==> src/source/rv32_pkg.sv <==
// Shared RV32I types; no CSR, SYSTEM or MISC-MEM encodings are defined
`default_nettype none

package rv32_pkg;

  typedef logic [31:0] word_t;
  typedef logic [31:0] instr_t;
  typedef logic [4:0]  reg_idx_t;

  // Major opcodes, bits [6:0] of the instruction
  typedef enum logic [6:0] {
    LUI    = 7'b0110111,
    AUIPC  = 7'b0010111,
    JAL    = 7'b1101111,
    JALR   = 7'b1100111,
    BRANCH = 7'b1100011,
    LOAD   = 7'b0000011,
    STORE  = 7'b0100011,
    IMMED  = 7'b0010011,
    REGREG = 7'b0110011
  } opcode_t;

  typedef enum logic [3:0] {
    ALU_ADD, ALU_SUB, ALU_SLL, ALU_SLT, ALU_SLTU,
    ALU_XOR, ALU_SRL, ALU_SRA, ALU_OR, ALU_AND
  } alu_op_t;

  // Encoded as funct3, so stores reuse the LB/LH/LW values for size
  typedef enum logic [2:0] {
    LB  = 3'b000,
    LH  = 3'b001,
    LW  = 3'b010,
    LBU = 3'b100,
    LHU = 3'b101
  } load_t;

  typedef enum logic [2:0] {
    BEQ  = 3'b000,
    BNE  = 3'b001,
    BLT  = 3'b100,
    BGE  = 3'b101,
    BLTU = 3'b110,
    BGEU = 3'b111
  } branch_t;

  typedef enum logic [1:0] {WSEL_LOAD, WSEL_PC4, WSEL_UIMM, WSEL_ALU} wsel_t;
  typedef enum logic {ASEL_RS1, ASEL_PC} asel_t;
  typedef enum logic {BSEL_RS2, BSEL_IMM} bsel_t;

  // Complete decode of one instruction
  typedef struct packed {
    reg_idx_t rs1;
    reg_idx_t rs2;
    reg_idx_t rd;
    word_t    imm;
    asel_t    asel;
    bsel_t    bsel;
    alu_op_t  alu_op;
    wsel_t    wsel;
    logic     wen;
    logic     dren;
    logic     dwen;
    load_t    load_type;
    branch_t  branch_type;
    logic     branch;
    logic     jump;
    logic     jalr;
    logic     halt;
    logic     illegal;
  } ctrl_t;

  typedef struct packed {
    logic       req;
    logic       we;
    logic [3:0] be;
    word_t      addr;
    word_t      wdata;
  } bus_req_t;

endpackage

`default_nettype wire
==> src/source/core_top.sv <==
// Single shared memory bus with fixed one-cycle read latency and no stalls
`timescale 1ns/1ps
`default_nettype none

module core_top import rv32_pkg::*; #(
  parameter word_t RESET_PC = '0
) (
  input  logic     clk,
  input  logic     reset_i,
  output bus_req_t mem_req_o,
  input  word_t    mem_rdata_i,
  output logic     halt_o,
  output logic     illegal_o
);

  bus_req_t fetch_req, data_req;
  logic     fetch_grant, data_grant;
  instr_t   instr;
  logic     instr_valid;
  word_t    pc, next_pc;
  ctrl_t    ctrl;
  logic     retire;
  logic     mem_start, mem_done;
  word_t    mem_addr, store_data, load_data;

  fetch_unit #(
    .RESET_PC (RESET_PC)
  ) u_fetch (
    .clk           (clk),
    .reset_i       (reset_i),
    .bus_o         (fetch_req),
    .grant_i       (fetch_grant),
    .rdata_i       (mem_rdata_i),
    .retire_i      (retire),
    .next_pc_i     (next_pc),
    .instr_o       (instr),
    .instr_valid_o (instr_valid),
    .pc_o          (pc)
  );

  control_unit u_decode (
    .instr_i (instr),
    .ctrl_o  (ctrl)
  );

  load_store_unit u_lsu (
    .clk          (clk),
    .reset_i      (reset_i),
    .start_i      (mem_start),
    .ctrl_i       (ctrl),
    .addr_i       (mem_addr),
    .store_data_i (store_data),
    .bus_o        (data_req),
    .grant_i      (data_grant),
    .rdata_i      (mem_rdata_i),
    .done_o       (mem_done),
    .load_data_o  (load_data)
  );

  bus_arbiter u_arbiter (
    .clk           (clk),
    .reset_i       (reset_i),
    .fetch_req_i   (fetch_req),
    .data_req_i    (data_req),
    .fetch_grant_o (fetch_grant),
    .data_grant_o  (data_grant),
    .bus_o         (mem_req_o)
  );

  exec_unit u_exec (
    .clk           (clk),
    .reset_i       (reset_i),
    .instr_valid_i (instr_valid),
    .pc_i          (pc),
    .ctrl_i        (ctrl),
    .mem_done_i    (mem_done),
    .load_data_i   (load_data),
    .mem_start_o   (mem_start),
    .mem_addr_o    (mem_addr),
    .store_data_o  (store_data),
    .retire_o      (retire),
    .next_pc_o     (next_pc),
    .halt_o        (halt_o),
    .illegal_o     (illegal_o)
  );

endmodule

`default_nettype wire

==> src/source/exec_unit.sv <==
// Executes one instruction per instr_valid pulse; stops for good on halt or illegal
`timescale 1ns/1ps
`default_nettype none

module exec_unit import rv32_pkg::*; (
  input  logic  clk,
  input  logic  reset_i,
  input  logic  instr_valid_i,
  input  word_t pc_i,
  input  ctrl_t ctrl_i,
  input  logic  mem_done_i,
  input  word_t load_data_i,
  output logic  mem_start_o,
  output word_t mem_addr_o,
  output word_t store_data_o,
  output logic  retire_o,
  output word_t next_pc_o,
  output logic  halt_o,
  output logic  illegal_o
);

  typedef enum logic [1:0] {IDLE, MEM_WAIT, STOPPED} exec_state_t;

  exec_state_t state;
  logic        halt_q, illegal_q;
  logic        is_mem, stop, taken;
  word_t       rs1_val, rs2_val, op_a, op_b, alu_res, pc_plus4, wdata;

  reg_file u_reg_file (
    .clk      (clk),
    .reset_i  (reset_i),
    .rs1_i    (ctrl_i.rs1),
    .rs2_i    (ctrl_i.rs2),
    .rd_i     (ctrl_i.rd),
    .wen_i    (retire_o && ctrl_i.wen),
    .wdata_i  (wdata),
    .rdata1_o (rs1_val),
    .rdata2_o (rs2_val)
  );

  assign op_a = (ctrl_i.asel == ASEL_PC) ? pc_i : rs1_val;
  assign op_b = (ctrl_i.bsel == BSEL_IMM) ? ctrl_i.imm : rs2_val;

  always_comb begin
    case (ctrl_i.alu_op)
      ALU_SUB:  alu_res = op_a - op_b;
      ALU_SLL:  alu_res = op_a << op_b[4:0];
      ALU_SLT:  alu_res = {31'b0, $signed(op_a) < $signed(op_b)};
      ALU_SLTU: alu_res = {31'b0, op_a < op_b};
      ALU_XOR:  alu_res = op_a ^ op_b;
      ALU_SRL:  alu_res = op_a >> op_b[4:0];
      ALU_SRA:  alu_res = word_t'($signed(op_a) >>> op_b[4:0]);
      ALU_OR:   alu_res = op_a | op_b;
      ALU_AND:  alu_res = op_a & op_b;
      default:  alu_res = op_a + op_b;
    endcase
  end

  // Branch compare always on the two register values
  always_comb begin
    case (ctrl_i.branch_type)
      BEQ:     taken = (rs1_val == rs2_val);
      BNE:     taken = (rs1_val != rs2_val);
      BLT:     taken = ($signed(rs1_val) < $signed(rs2_val));
      BGE:     taken = ($signed(rs1_val) >= $signed(rs2_val));
      BLTU:    taken = (rs1_val < rs2_val);
      default: taken = (rs1_val >= rs2_val);
    endcase
  end

  assign pc_plus4 = pc_i + 32'd4;

  always_comb begin
    if (ctrl_i.jalr) begin
      next_pc_o = {alu_res[31:1], 1'b0};
    end else if (ctrl_i.jump || (ctrl_i.branch && taken)) begin
      next_pc_o = pc_i + ctrl_i.imm;
    end else begin
      next_pc_o = pc_plus4;
    end
  end

  always_comb begin
    case (ctrl_i.wsel)
      WSEL_LOAD: wdata = load_data_i;
      WSEL_PC4:  wdata = pc_plus4;
      WSEL_UIMM: wdata = ctrl_i.imm;
      default:   wdata = alu_res;
    endcase
  end

  assign is_mem = ctrl_i.dren || ctrl_i.dwen;
  assign stop   = ctrl_i.halt || ctrl_i.illegal;

  assign mem_start_o  = (state == IDLE) && instr_valid_i && is_mem && !stop;
  assign mem_addr_o   = alu_res;
  assign store_data_o = rs2_val;
  assign retire_o     = ((state == IDLE) && instr_valid_i && !is_mem && !stop) ||
                        ((state == MEM_WAIT) && mem_done_i);

  always_ff @(posedge clk) begin
    if (reset_i) begin
      state     <= IDLE;
      halt_q    <= 1'b0;
      illegal_q <= 1'b0;
    end else begin
      case (state)
        IDLE: begin
          if (instr_valid_i) begin
            if (stop) begin
              state     <= STOPPED;
              halt_q    <= ctrl_i.halt && !ctrl_i.illegal;
              illegal_q <= ctrl_i.illegal;
            end else if (is_mem) begin
              state <= MEM_WAIT;
            end
          end
        end
        MEM_WAIT: begin
          if (mem_done_i) begin
            state <= IDLE;
          end
        end
        default: state <= STOPPED;
      endcase
    end
  end

  assign halt_o    = halt_q;
  assign illegal_o = illegal_q;

endmodule

`default_nettype wire

==> src/source/bus_arbiter.sv <==
// Fixed priority, data over fetch; a loser must hold its request until granted
`timescale 1ns/1ps
`default_nettype none

module bus_arbiter import rv32_pkg::*; (
  input  logic     clk,
  input  logic     reset_i,
  input  bus_req_t fetch_req_i,
  input  bus_req_t data_req_i,
  output logic     fetch_grant_o,
  output logic     data_grant_o,
  output bus_req_t bus_o
);

  // Owner of the previous bus cycle, bit 1 data and bit 0 fetch
  logic [1:0] granted_q;

  assign data_grant_o  = data_req_i.req;
  assign fetch_grant_o = fetch_req_i.req && !data_req_i.req;

  assign bus_o = data_req_i.req ? data_req_i : fetch_req_i;

  always_ff @(posedge clk) begin
    if (reset_i) begin
      granted_q <= 2'b00;
    end else begin
      granted_q <= {data_grant_o, fetch_grant_o};
    end
  end

endmodule

`default_nettype wire

==> src/source/load_store_unit.sv <==
// Word-aligned bus address with byte lanes; misaligned halfwords and words are not trapped
`timescale 1ns/1ps
`default_nettype none

module load_store_unit import rv32_pkg::*; (
  input  logic     clk,
  input  logic     reset_i,
  input  logic     start_i,
  input  ctrl_t    ctrl_i,
  input  word_t    addr_i,
  input  word_t    store_data_i,
  output bus_req_t bus_o,
  input  logic     grant_i,
  input  word_t    rdata_i,
  output logic     done_o,
  output word_t    load_data_o
);

  logic       req_q;
  logic       done_q;
  logic       we_q;
  logic [3:0] be_q;
  word_t      addr_q;
  word_t      wdata_q;
  load_t      type_q;
  logic [1:0] offset_q;
  word_t      lane_data;
  word_t      store_masked;
  logic [3:0] store_be;
  word_t      shifted;

  // Size masks then lane placement by address low bits
  always_comb begin
    case (ctrl_i.load_type)
      LB, LBU: begin
        store_masked = {24'b0, store_data_i[7:0]};
        store_be     = 4'b0001 << addr_i[1:0];
      end
      LH, LHU: begin
        store_masked = {16'b0, store_data_i[15:0]};
        store_be     = 4'b0011 << addr_i[1:0];
      end
      default: begin
        store_masked = store_data_i;
        store_be     = 4'b1111;
      end
    endcase
    lane_data = store_masked << {addr_i[1:0], 3'b000};
  end

  always_ff @(posedge clk) begin
    if (reset_i) begin
      req_q  <= 1'b0;
      done_q <= 1'b0;
    end else begin
      done_q <= req_q && grant_i;
      if (start_i) begin
        req_q <= 1'b1;
      end else if (grant_i) begin
        req_q <= 1'b0;
      end
    end
  end

  always_ff @(posedge clk) begin
    if (start_i) begin
      we_q     <= ctrl_i.dwen;
      be_q     <= ctrl_i.dwen ? store_be : 4'hf;
      addr_q   <= {addr_i[31:2], 2'b00};
      wdata_q  <= lane_data;
      type_q   <= ctrl_i.load_type;
      offset_q <= addr_i[1:0];
    end
  end

  assign bus_o.req   = req_q;
  assign bus_o.we    = we_q;
  assign bus_o.be    = be_q;
  assign bus_o.addr  = addr_q;
  assign bus_o.wdata = wdata_q;

  // Read response is valid in the done cycle
  always_comb begin
    shifted = rdata_i >> {offset_q, 3'b000};
    case (type_q)
      LB:      load_data_o = {{24{shifted[7]}}, shifted[7:0]};
      LH:      load_data_o = {{16{shifted[15]}}, shifted[15:0]};
      LBU:     load_data_o = {24'b0, shifted[7:0]};
      LHU:     load_data_o = {16'b0, shifted[15:0]};
      default: load_data_o = shifted;
    endcase
  end

  assign done_o = done_q;

endmodule

`default_nettype wire

==> src/source/fetch_unit.sv <==
// One fetch in flight; read data must arrive exactly one cycle after the grant
`timescale 1ns/1ps
`default_nettype none

module fetch_unit import rv32_pkg::*; #(
  parameter word_t RESET_PC = '0
) (
  input  logic     clk,
  input  logic     reset_i,
  output bus_req_t bus_o,
  input  logic     grant_i,
  input  word_t    rdata_i,
  input  logic     retire_i,
  input  word_t    next_pc_i,
  output instr_t   instr_o,
  output logic     instr_valid_o,
  output word_t    pc_o
);

  typedef enum logic [1:0] {REQUEST, WAIT, EXECUTE} fetch_state_t;

  fetch_state_t state;
  word_t        pc_q;
  instr_t       instr_q;
  logic         req_q;
  logic         valid_q;

  always_ff @(posedge clk) begin
    if (reset_i) begin
      state   <= REQUEST;
      pc_q    <= RESET_PC;
      req_q   <= 1'b0;
      valid_q <= 1'b0;
    end else begin
      valid_q <= 1'b0;
      case (state)
        REQUEST: begin
          // Hold the strobe until the arbiter takes it
          if (req_q && grant_i) begin
            req_q <= 1'b0;
            state <= WAIT;
          end else begin
            req_q <= 1'b1;
          end
        end
        WAIT: begin
          valid_q <= 1'b1;
          state   <= EXECUTE;
        end
        default: begin
          // Stays here for good after halt or illegal
          if (retire_i) begin
            pc_q  <= next_pc_i;
            req_q <= 1'b1;
            state <= REQUEST;
          end
        end
      endcase
    end
  end

  // Instruction word arrives in WAIT
  always_ff @(posedge clk) begin
    if (state == WAIT) begin
      instr_q <= rdata_i;
    end
  end

  assign bus_o.req   = req_q;
  assign bus_o.we    = 1'b0;
  assign bus_o.be    = 4'hf;
  assign bus_o.addr  = pc_q;
  assign bus_o.wdata = '0;

  assign instr_o       = instr_q;
  assign instr_valid_o = valid_q;
  assign pc_o          = pc_q;

endmodule

`default_nettype wire

==> src/source/reg_file.sv <==
// Two async read ports, one sync write port; x0 reads zero as writes to it are dropped
`timescale 1ns/1ps
`default_nettype none

module reg_file import rv32_pkg::*; (
  input  logic     clk,
  input  logic     reset_i,
  input  reg_idx_t rs1_i,
  input  reg_idx_t rs2_i,
  input  reg_idx_t rd_i,
  input  logic     wen_i,
  input  word_t    wdata_i,
  output word_t    rdata1_o,
  output word_t    rdata2_o
);

  word_t regs [32];

  always_ff @(posedge clk) begin
    if (reset_i) begin
      for (int i = 0; i < 32; i++) begin
        regs[i] <= '0;
      end
    end else if (wen_i && rd_i != '0) begin
      regs[rd_i] <= wdata_i;
    end
  end

  assign rdata1_o = regs[rs1_i];
  assign rdata2_o = regs[rs2_i];

endmodule

`default_nettype wire

==> src/source/control_unit.sv <==
// RV32I base decode only; SYSTEM, MISC-MEM and any unknown opcode flag illegal
`timescale 1ns/1ps
`default_nettype none

module control_unit import rv32_pkg::*; (
  input  instr_t instr_i,
  output ctrl_t  ctrl_o
);

  opcode_t    opcode;
  logic [2:0] funct3;
  word_t      imm_i, imm_s, imm_b, imm_u, imm_j;

  assign opcode = opcode_t'(instr_i[6:0]);
  assign funct3 = instr_i[14:12];

  // Immediate formats, all sign extended from bit 31
  assign imm_i = {{20{instr_i[31]}}, instr_i[31:20]};
  assign imm_s = {{20{instr_i[31]}}, instr_i[31:25], instr_i[11:7]};
  assign imm_b = {{19{instr_i[31]}}, instr_i[31], instr_i[7], instr_i[30:25],
                  instr_i[11:8], 1'b0};
  assign imm_u = {instr_i[31:12], 12'b0};
  assign imm_j = {{11{instr_i[31]}}, instr_i[31], instr_i[19:12], instr_i[20],
                  instr_i[30:21], 1'b0};

  always_comb begin
    ctrl_o             = '0;
    ctrl_o.rs1         = instr_i[19:15];
    ctrl_o.rs2         = instr_i[24:20];
    ctrl_o.rd          = instr_i[11:7];
    ctrl_o.load_type   = load_t'(funct3);
    ctrl_o.branch_type = branch_t'(funct3);
    ctrl_o.asel        = (opcode == AUIPC) ? ASEL_PC : ASEL_RS1;
    ctrl_o.bsel        = (opcode == REGREG || opcode == BRANCH) ? BSEL_RS2 : BSEL_IMM;
    ctrl_o.dren        = (opcode == LOAD);
    ctrl_o.dwen        = (opcode == STORE);
    ctrl_o.branch      = (opcode == BRANCH);
    ctrl_o.jump        = (opcode == JAL || opcode == JALR);
    ctrl_o.jalr        = (opcode == JALR);
    // Jump-to-self ends the program
    ctrl_o.halt        = (instr_i == 32'h0000006f);
    ctrl_o.alu_op      = ALU_ADD;

    case (opcode)
      IMMED, LOAD, JALR: ctrl_o.imm = imm_i;
      STORE:             ctrl_o.imm = imm_s;
      BRANCH:            ctrl_o.imm = imm_b;
      LUI, AUIPC:        ctrl_o.imm = imm_u;
      JAL:               ctrl_o.imm = imm_j;
      default:           ctrl_o.imm = '0;
    endcase

    case (opcode)
      LOAD:      ctrl_o.wsel = WSEL_LOAD;
      JAL, JALR: ctrl_o.wsel = WSEL_PC4;
      LUI:       ctrl_o.wsel = WSEL_UIMM;
      default:   ctrl_o.wsel = WSEL_ALU;
    endcase

    case (opcode)
      LUI, AUIPC, JAL, JALR, LOAD, IMMED, REGREG: ctrl_o.wen = 1'b1;
      default:                                    ctrl_o.wen = 1'b0;
    endcase

    // funct3 picks the operation, bit 30 splits SUB and SRA
    if (opcode == IMMED || opcode == REGREG) begin
      case (funct3)
        3'b000:  ctrl_o.alu_op = (opcode == REGREG && instr_i[30]) ? ALU_SUB : ALU_ADD;
        3'b001:  ctrl_o.alu_op = ALU_SLL;
        3'b010:  ctrl_o.alu_op = ALU_SLT;
        3'b011:  ctrl_o.alu_op = ALU_SLTU;
        3'b100:  ctrl_o.alu_op = ALU_XOR;
        3'b101:  ctrl_o.alu_op = instr_i[30] ? ALU_SRA : ALU_SRL;
        3'b110:  ctrl_o.alu_op = ALU_OR;
        default: ctrl_o.alu_op = ALU_AND;
      endcase
    end

    case (opcode)
      REGREG:                                            ctrl_o.illegal = instr_i[25];
      LUI, AUIPC, JAL, JALR, BRANCH, LOAD, STORE, IMMED: ctrl_o.illegal = 1'b0;
      default:                                           ctrl_o.illegal = 1'b1;
    endcase
  end

endmodule

`default_nettype wire

==> config.mk <==
export PLATFORM = sky130hd
export DESIGN_NAME = core_top
export DESIGN_NICKNAME = d
export VERILOG_FILES = /design/src/source/rv32_pkg.sv /design/src/source/core_top.sv /design/src/source/exec_unit.sv /design/src/source/bus_arbiter.sv /design/src/source/load_store_unit.sv /design/src/source/fetch_unit.sv /design/src/source/reg_file.sv /design/src/source/control_unit.sv
export SDC_FILE = /design/constraint.sdc
export NUM_CORES = 2
export LEC_CHECK = 0
export ABC_AREA = 1
export BUFFER_PORTS_ARGS = -buffer_cell sky130_fd_sc_hd__buf_2
export CAP_MARGIN = 20
export CORE_MARGIN = 5
export CORE_UTILIZATION = 45
export DETAILED_ROUTE_END_ITERATION = 8
export PLACE_DENSITY = 0.6
export SLEW_MARGIN = 20
export SYNTH_ARGS = -nofsm -noshare
export SYNTH_HDL_FRONTEND = slang
export SYNTH_HIERARCHICAL = 1
export SYNTH_SLANG_ARGS = --single-unit
==> constraint.sdc <==
create_clock -name clk -period 11 [get_ports clk]
set_input_delay 0.55 -clock clk [delete_from_list [all_inputs] [get_ports clk]]
set_output_delay 0.55 -clock clk [all_outputs]
set_load 0.005 [all_outputs]
==> flow_summary.toml <==
[power_and_ir_drop]
power.internal_mw = 8.00
power_density_nw_per_um2 = 134
sequentialPowerShare = 0.444
power_mw = 11.5
sw_frac_of_total = 0.304
p_comb_frac = 0.162
pwr-share-clk = 0.394
power_switching_mw = 3.50
ir_drop_v = 0.000159
p_leak_nw = 37.1

[place]
place_area_um2 = 81300
hpwlAfterDp_mm = 240
gp_congestion = 1.07
port_buffers = 105

[timing]
fin_crit_ps = 8860
maxSlewHeadroom = 0.143
max_freq_mhz = 113
finalHoldViolations = 0
rsz0062_at_grt = "false"
finClkSkew_ps = 47.2
worstMarginPinSlew_ps = 1270
finalSetupViolations = 0
fin_crit_sh = 0.806
fin_tns_setup_ps = 0
finalMaxSlewViolations = 0

[job]
cap_violations = 0

[drt]
detail-route-antenna-nets = 0
drcViolationCount = 0
vias_per_cell = 6.19
drt_wl_total_mm = 372
routedWlPerCell_um = 27.9
vias = 82535
first_pass_iters = 7
first_iter_violations = 13651

[cts]
clkTransAtPathRegs_ps = 70
ctsHtreeMaxLevel = 4
clock_sinks = 1170
clock_path_buffers = 3
clock_latency_ps = 800
root_buffer = "clkbuf_16"
cts_made_buffers = 137
cts_tree = "yes"
cts-resized-gates = 0

[synth]
synthTopCellsByArea = "edfxtp_1, nand2_1, nand3_1"
yosys_most_used_dff = "edfxtp_1"
synth.most_common_cell = "nand2_1"
synth.largest_area_cell = "edfxtp_1"
synth_edf_count = 1128
synth_cell_types = 70
synthArstFlopShare = 0
synth_top_cell_area_share = 0.421
synth-seq-cells = 1170
synthTopCellsByCount = "nand2_1, nand3_1, nor2_1"
netlist_area_um2 = 80500
yosys_warnings = 6
syn_area_per_cell_um2 = 7.17
seq_area_frac_synth = 0.431
synthCells = 11225

[final_layout]
nNetsFinal = 11066
utilization = 0.482
area_delta_synth_final_pct = 6.71
drive_above_1_share = 0.0615
nFillCells = 17737
stdcell_area_um2 = 85900

[floorplanning]
ios = 106
die_h_um = 433
rows = 155
start_util = 0.451
core-area_um2 = 178000
die-area_um2 = 187000
die_x_um = 433

[worst_setup_path]
cp_max_fo = 121
end_kind = "flop"
slowest_stage = "o21ai_1"
crit_top_cell = "nand2_1"
start_kind = "flop"
cp.arrival_ps = 9370
crit_path_max_incr_delay_ps = 710
cp.required_ps = 11510
worst-setup-path-type = "flop to flop"

[min_path]
hold_path_class = "primary input to flop"

[status]
status = "finished clean"

[global_routing]
grt_util_all_layers = 0.383
grt_start_max_net_pins = 169
first_global_vias = 75575
grt_pass1_wl_mm = 526
grt_antenna_before_repair = 14
grt.overflow.total = 0
==> cell usage in the layout, fill, tap and decap left out, types with 43 or more instances in the layout <==
cell	n
clkbuf_16	141
o21ai_1	105
o211ai_1	43
o21ai_0	209
conb_1	71
buf_4	191
buf_2	105
ha_1	161
nand2_2	43
nand3_1	1864
nor2_1	1355
nand4_1	45
edfxtp_1	1128
xor2_1	46
inv_1	499
nor3_1	50
a21oi_1	225
nand2_1	4167
==> path summary, 6_finish.rpt <==
kind | end | startpoint | slack, ps | depth (start not counted)
worst max-delay path | u_exec/u_reg_file/regs[14][26]$_SDFFCE_PN0P_ | u_fetch/instr_o[15]$_DFFE_PP_ | 2140 | 30
worst min-delay path | u_fetch/instr_o[11]$_DFFE_PP_ | mem_rdata_i[11] | 80 | 1
worst max register to register | u_exec/u_reg_file/regs[14][26]$_SDFFCE_PN0P_ | u_fetch/instr_o[15]$_DFFE_PP_ | 2140 | 30
worst min register to register | u_exec/illegal_o$_SDFFE_PP0P_ | u_exec/illegal_o$_SDFFE_PP0P_ | 480 | 2
==> area by class of cell <==
cell class	count	area (µm²)	share of cell area
Multi-Input combinational cell	8686	39100	0.456
Sequential cell	1170	34700	0.404
Clock buffer	168	3630	0.0423
Tap cell	2355	2950	0.0343
Timing Repair Buffer	337	2610	0.0303
Inverter	536	2080	0.0242
Clock inverter	82	743	0.00866
Antenna cell	6	15.0	0.000175
==> registers in the layout, indices dropped and copies added (netlist names), 3 cells and up <==
name	count
u_exec/u_reg_file/regs	1024
u_lsu/be_q	4
u_lsu/addr_q	30
u_lsu/wdata_q	32
u_fetch/pc_o	32
u_fetch/instr_o	32
u_lsu/type_q	3
==> stage by stage <==
stage	setup slack, ps	std cells	hold WS, ps
finish	2140	13340	78.9
global route	2130	13334	44.6
CTS	2690	13332	23.0
detailed placement	2720	13066	478
global placement	2720	13065	470
floorplan	4080	11292	423
==> routing by layer <==
metal / vias up / routed length [µm] / track usage
met5: - / 79 / 0
met4: 10 / 25200 / 0.221
met3: 1220 / 54300 / 0.114
met2: 6375 / 151000 / 0.545
met1: 38935 / 141000 / 0.516
li1: 35995 / - / -
==> power groups by stage <==
stage                     logic [mW]  clock network, mW  registers, mW
after floorplan                 1.06                  0           5.17
after global placement          1.75                  0           5.19
after detailed placement        1.76                  0           5.19
after CTS                       1.77               4.57           5.10
after global routing            1.94               4.75           5.12
final                           1.86               4.54           5.11
==> cell families after synthesis <==
| kind of cell | Yosys count | share of synthesized area |
|---|---|---|
| mux | 5 | 0.000622 |
| buf+inv | 1436 | 0.0870 |
| flops | 1170 | 0.431 |
| simple gates | 7618 | 0.393 |
| other cells | 4 | 0.000187 |
| compound gates | 762 | 0.0552 |
| xor+xnor | 66 | 0.00718 |
| fa+ha+maj | 164 | 0.0258 |
==> critical path, delay by kind of cell (launching register included) <==
| family | cells | cell delay [ps] |
|---|---|---|
| flip-flops | 1 | 420 |
| adder cells (fa/ha/maj) | 1 | 510 |
| AO/OA/AOI/OAI | 3 | 960 |
| AND/OR/NAND/NOR | 18 | 3930 |
| buffers and inverters | 8 | 2550 |
==> repair_timing <==
action | in CTS | in global routing
buffers inserted | 0 | 0
endpoints found under the hold margin | 16 | 0
hold buffers | 16 | 0
(Power assumes the default switching activity.)
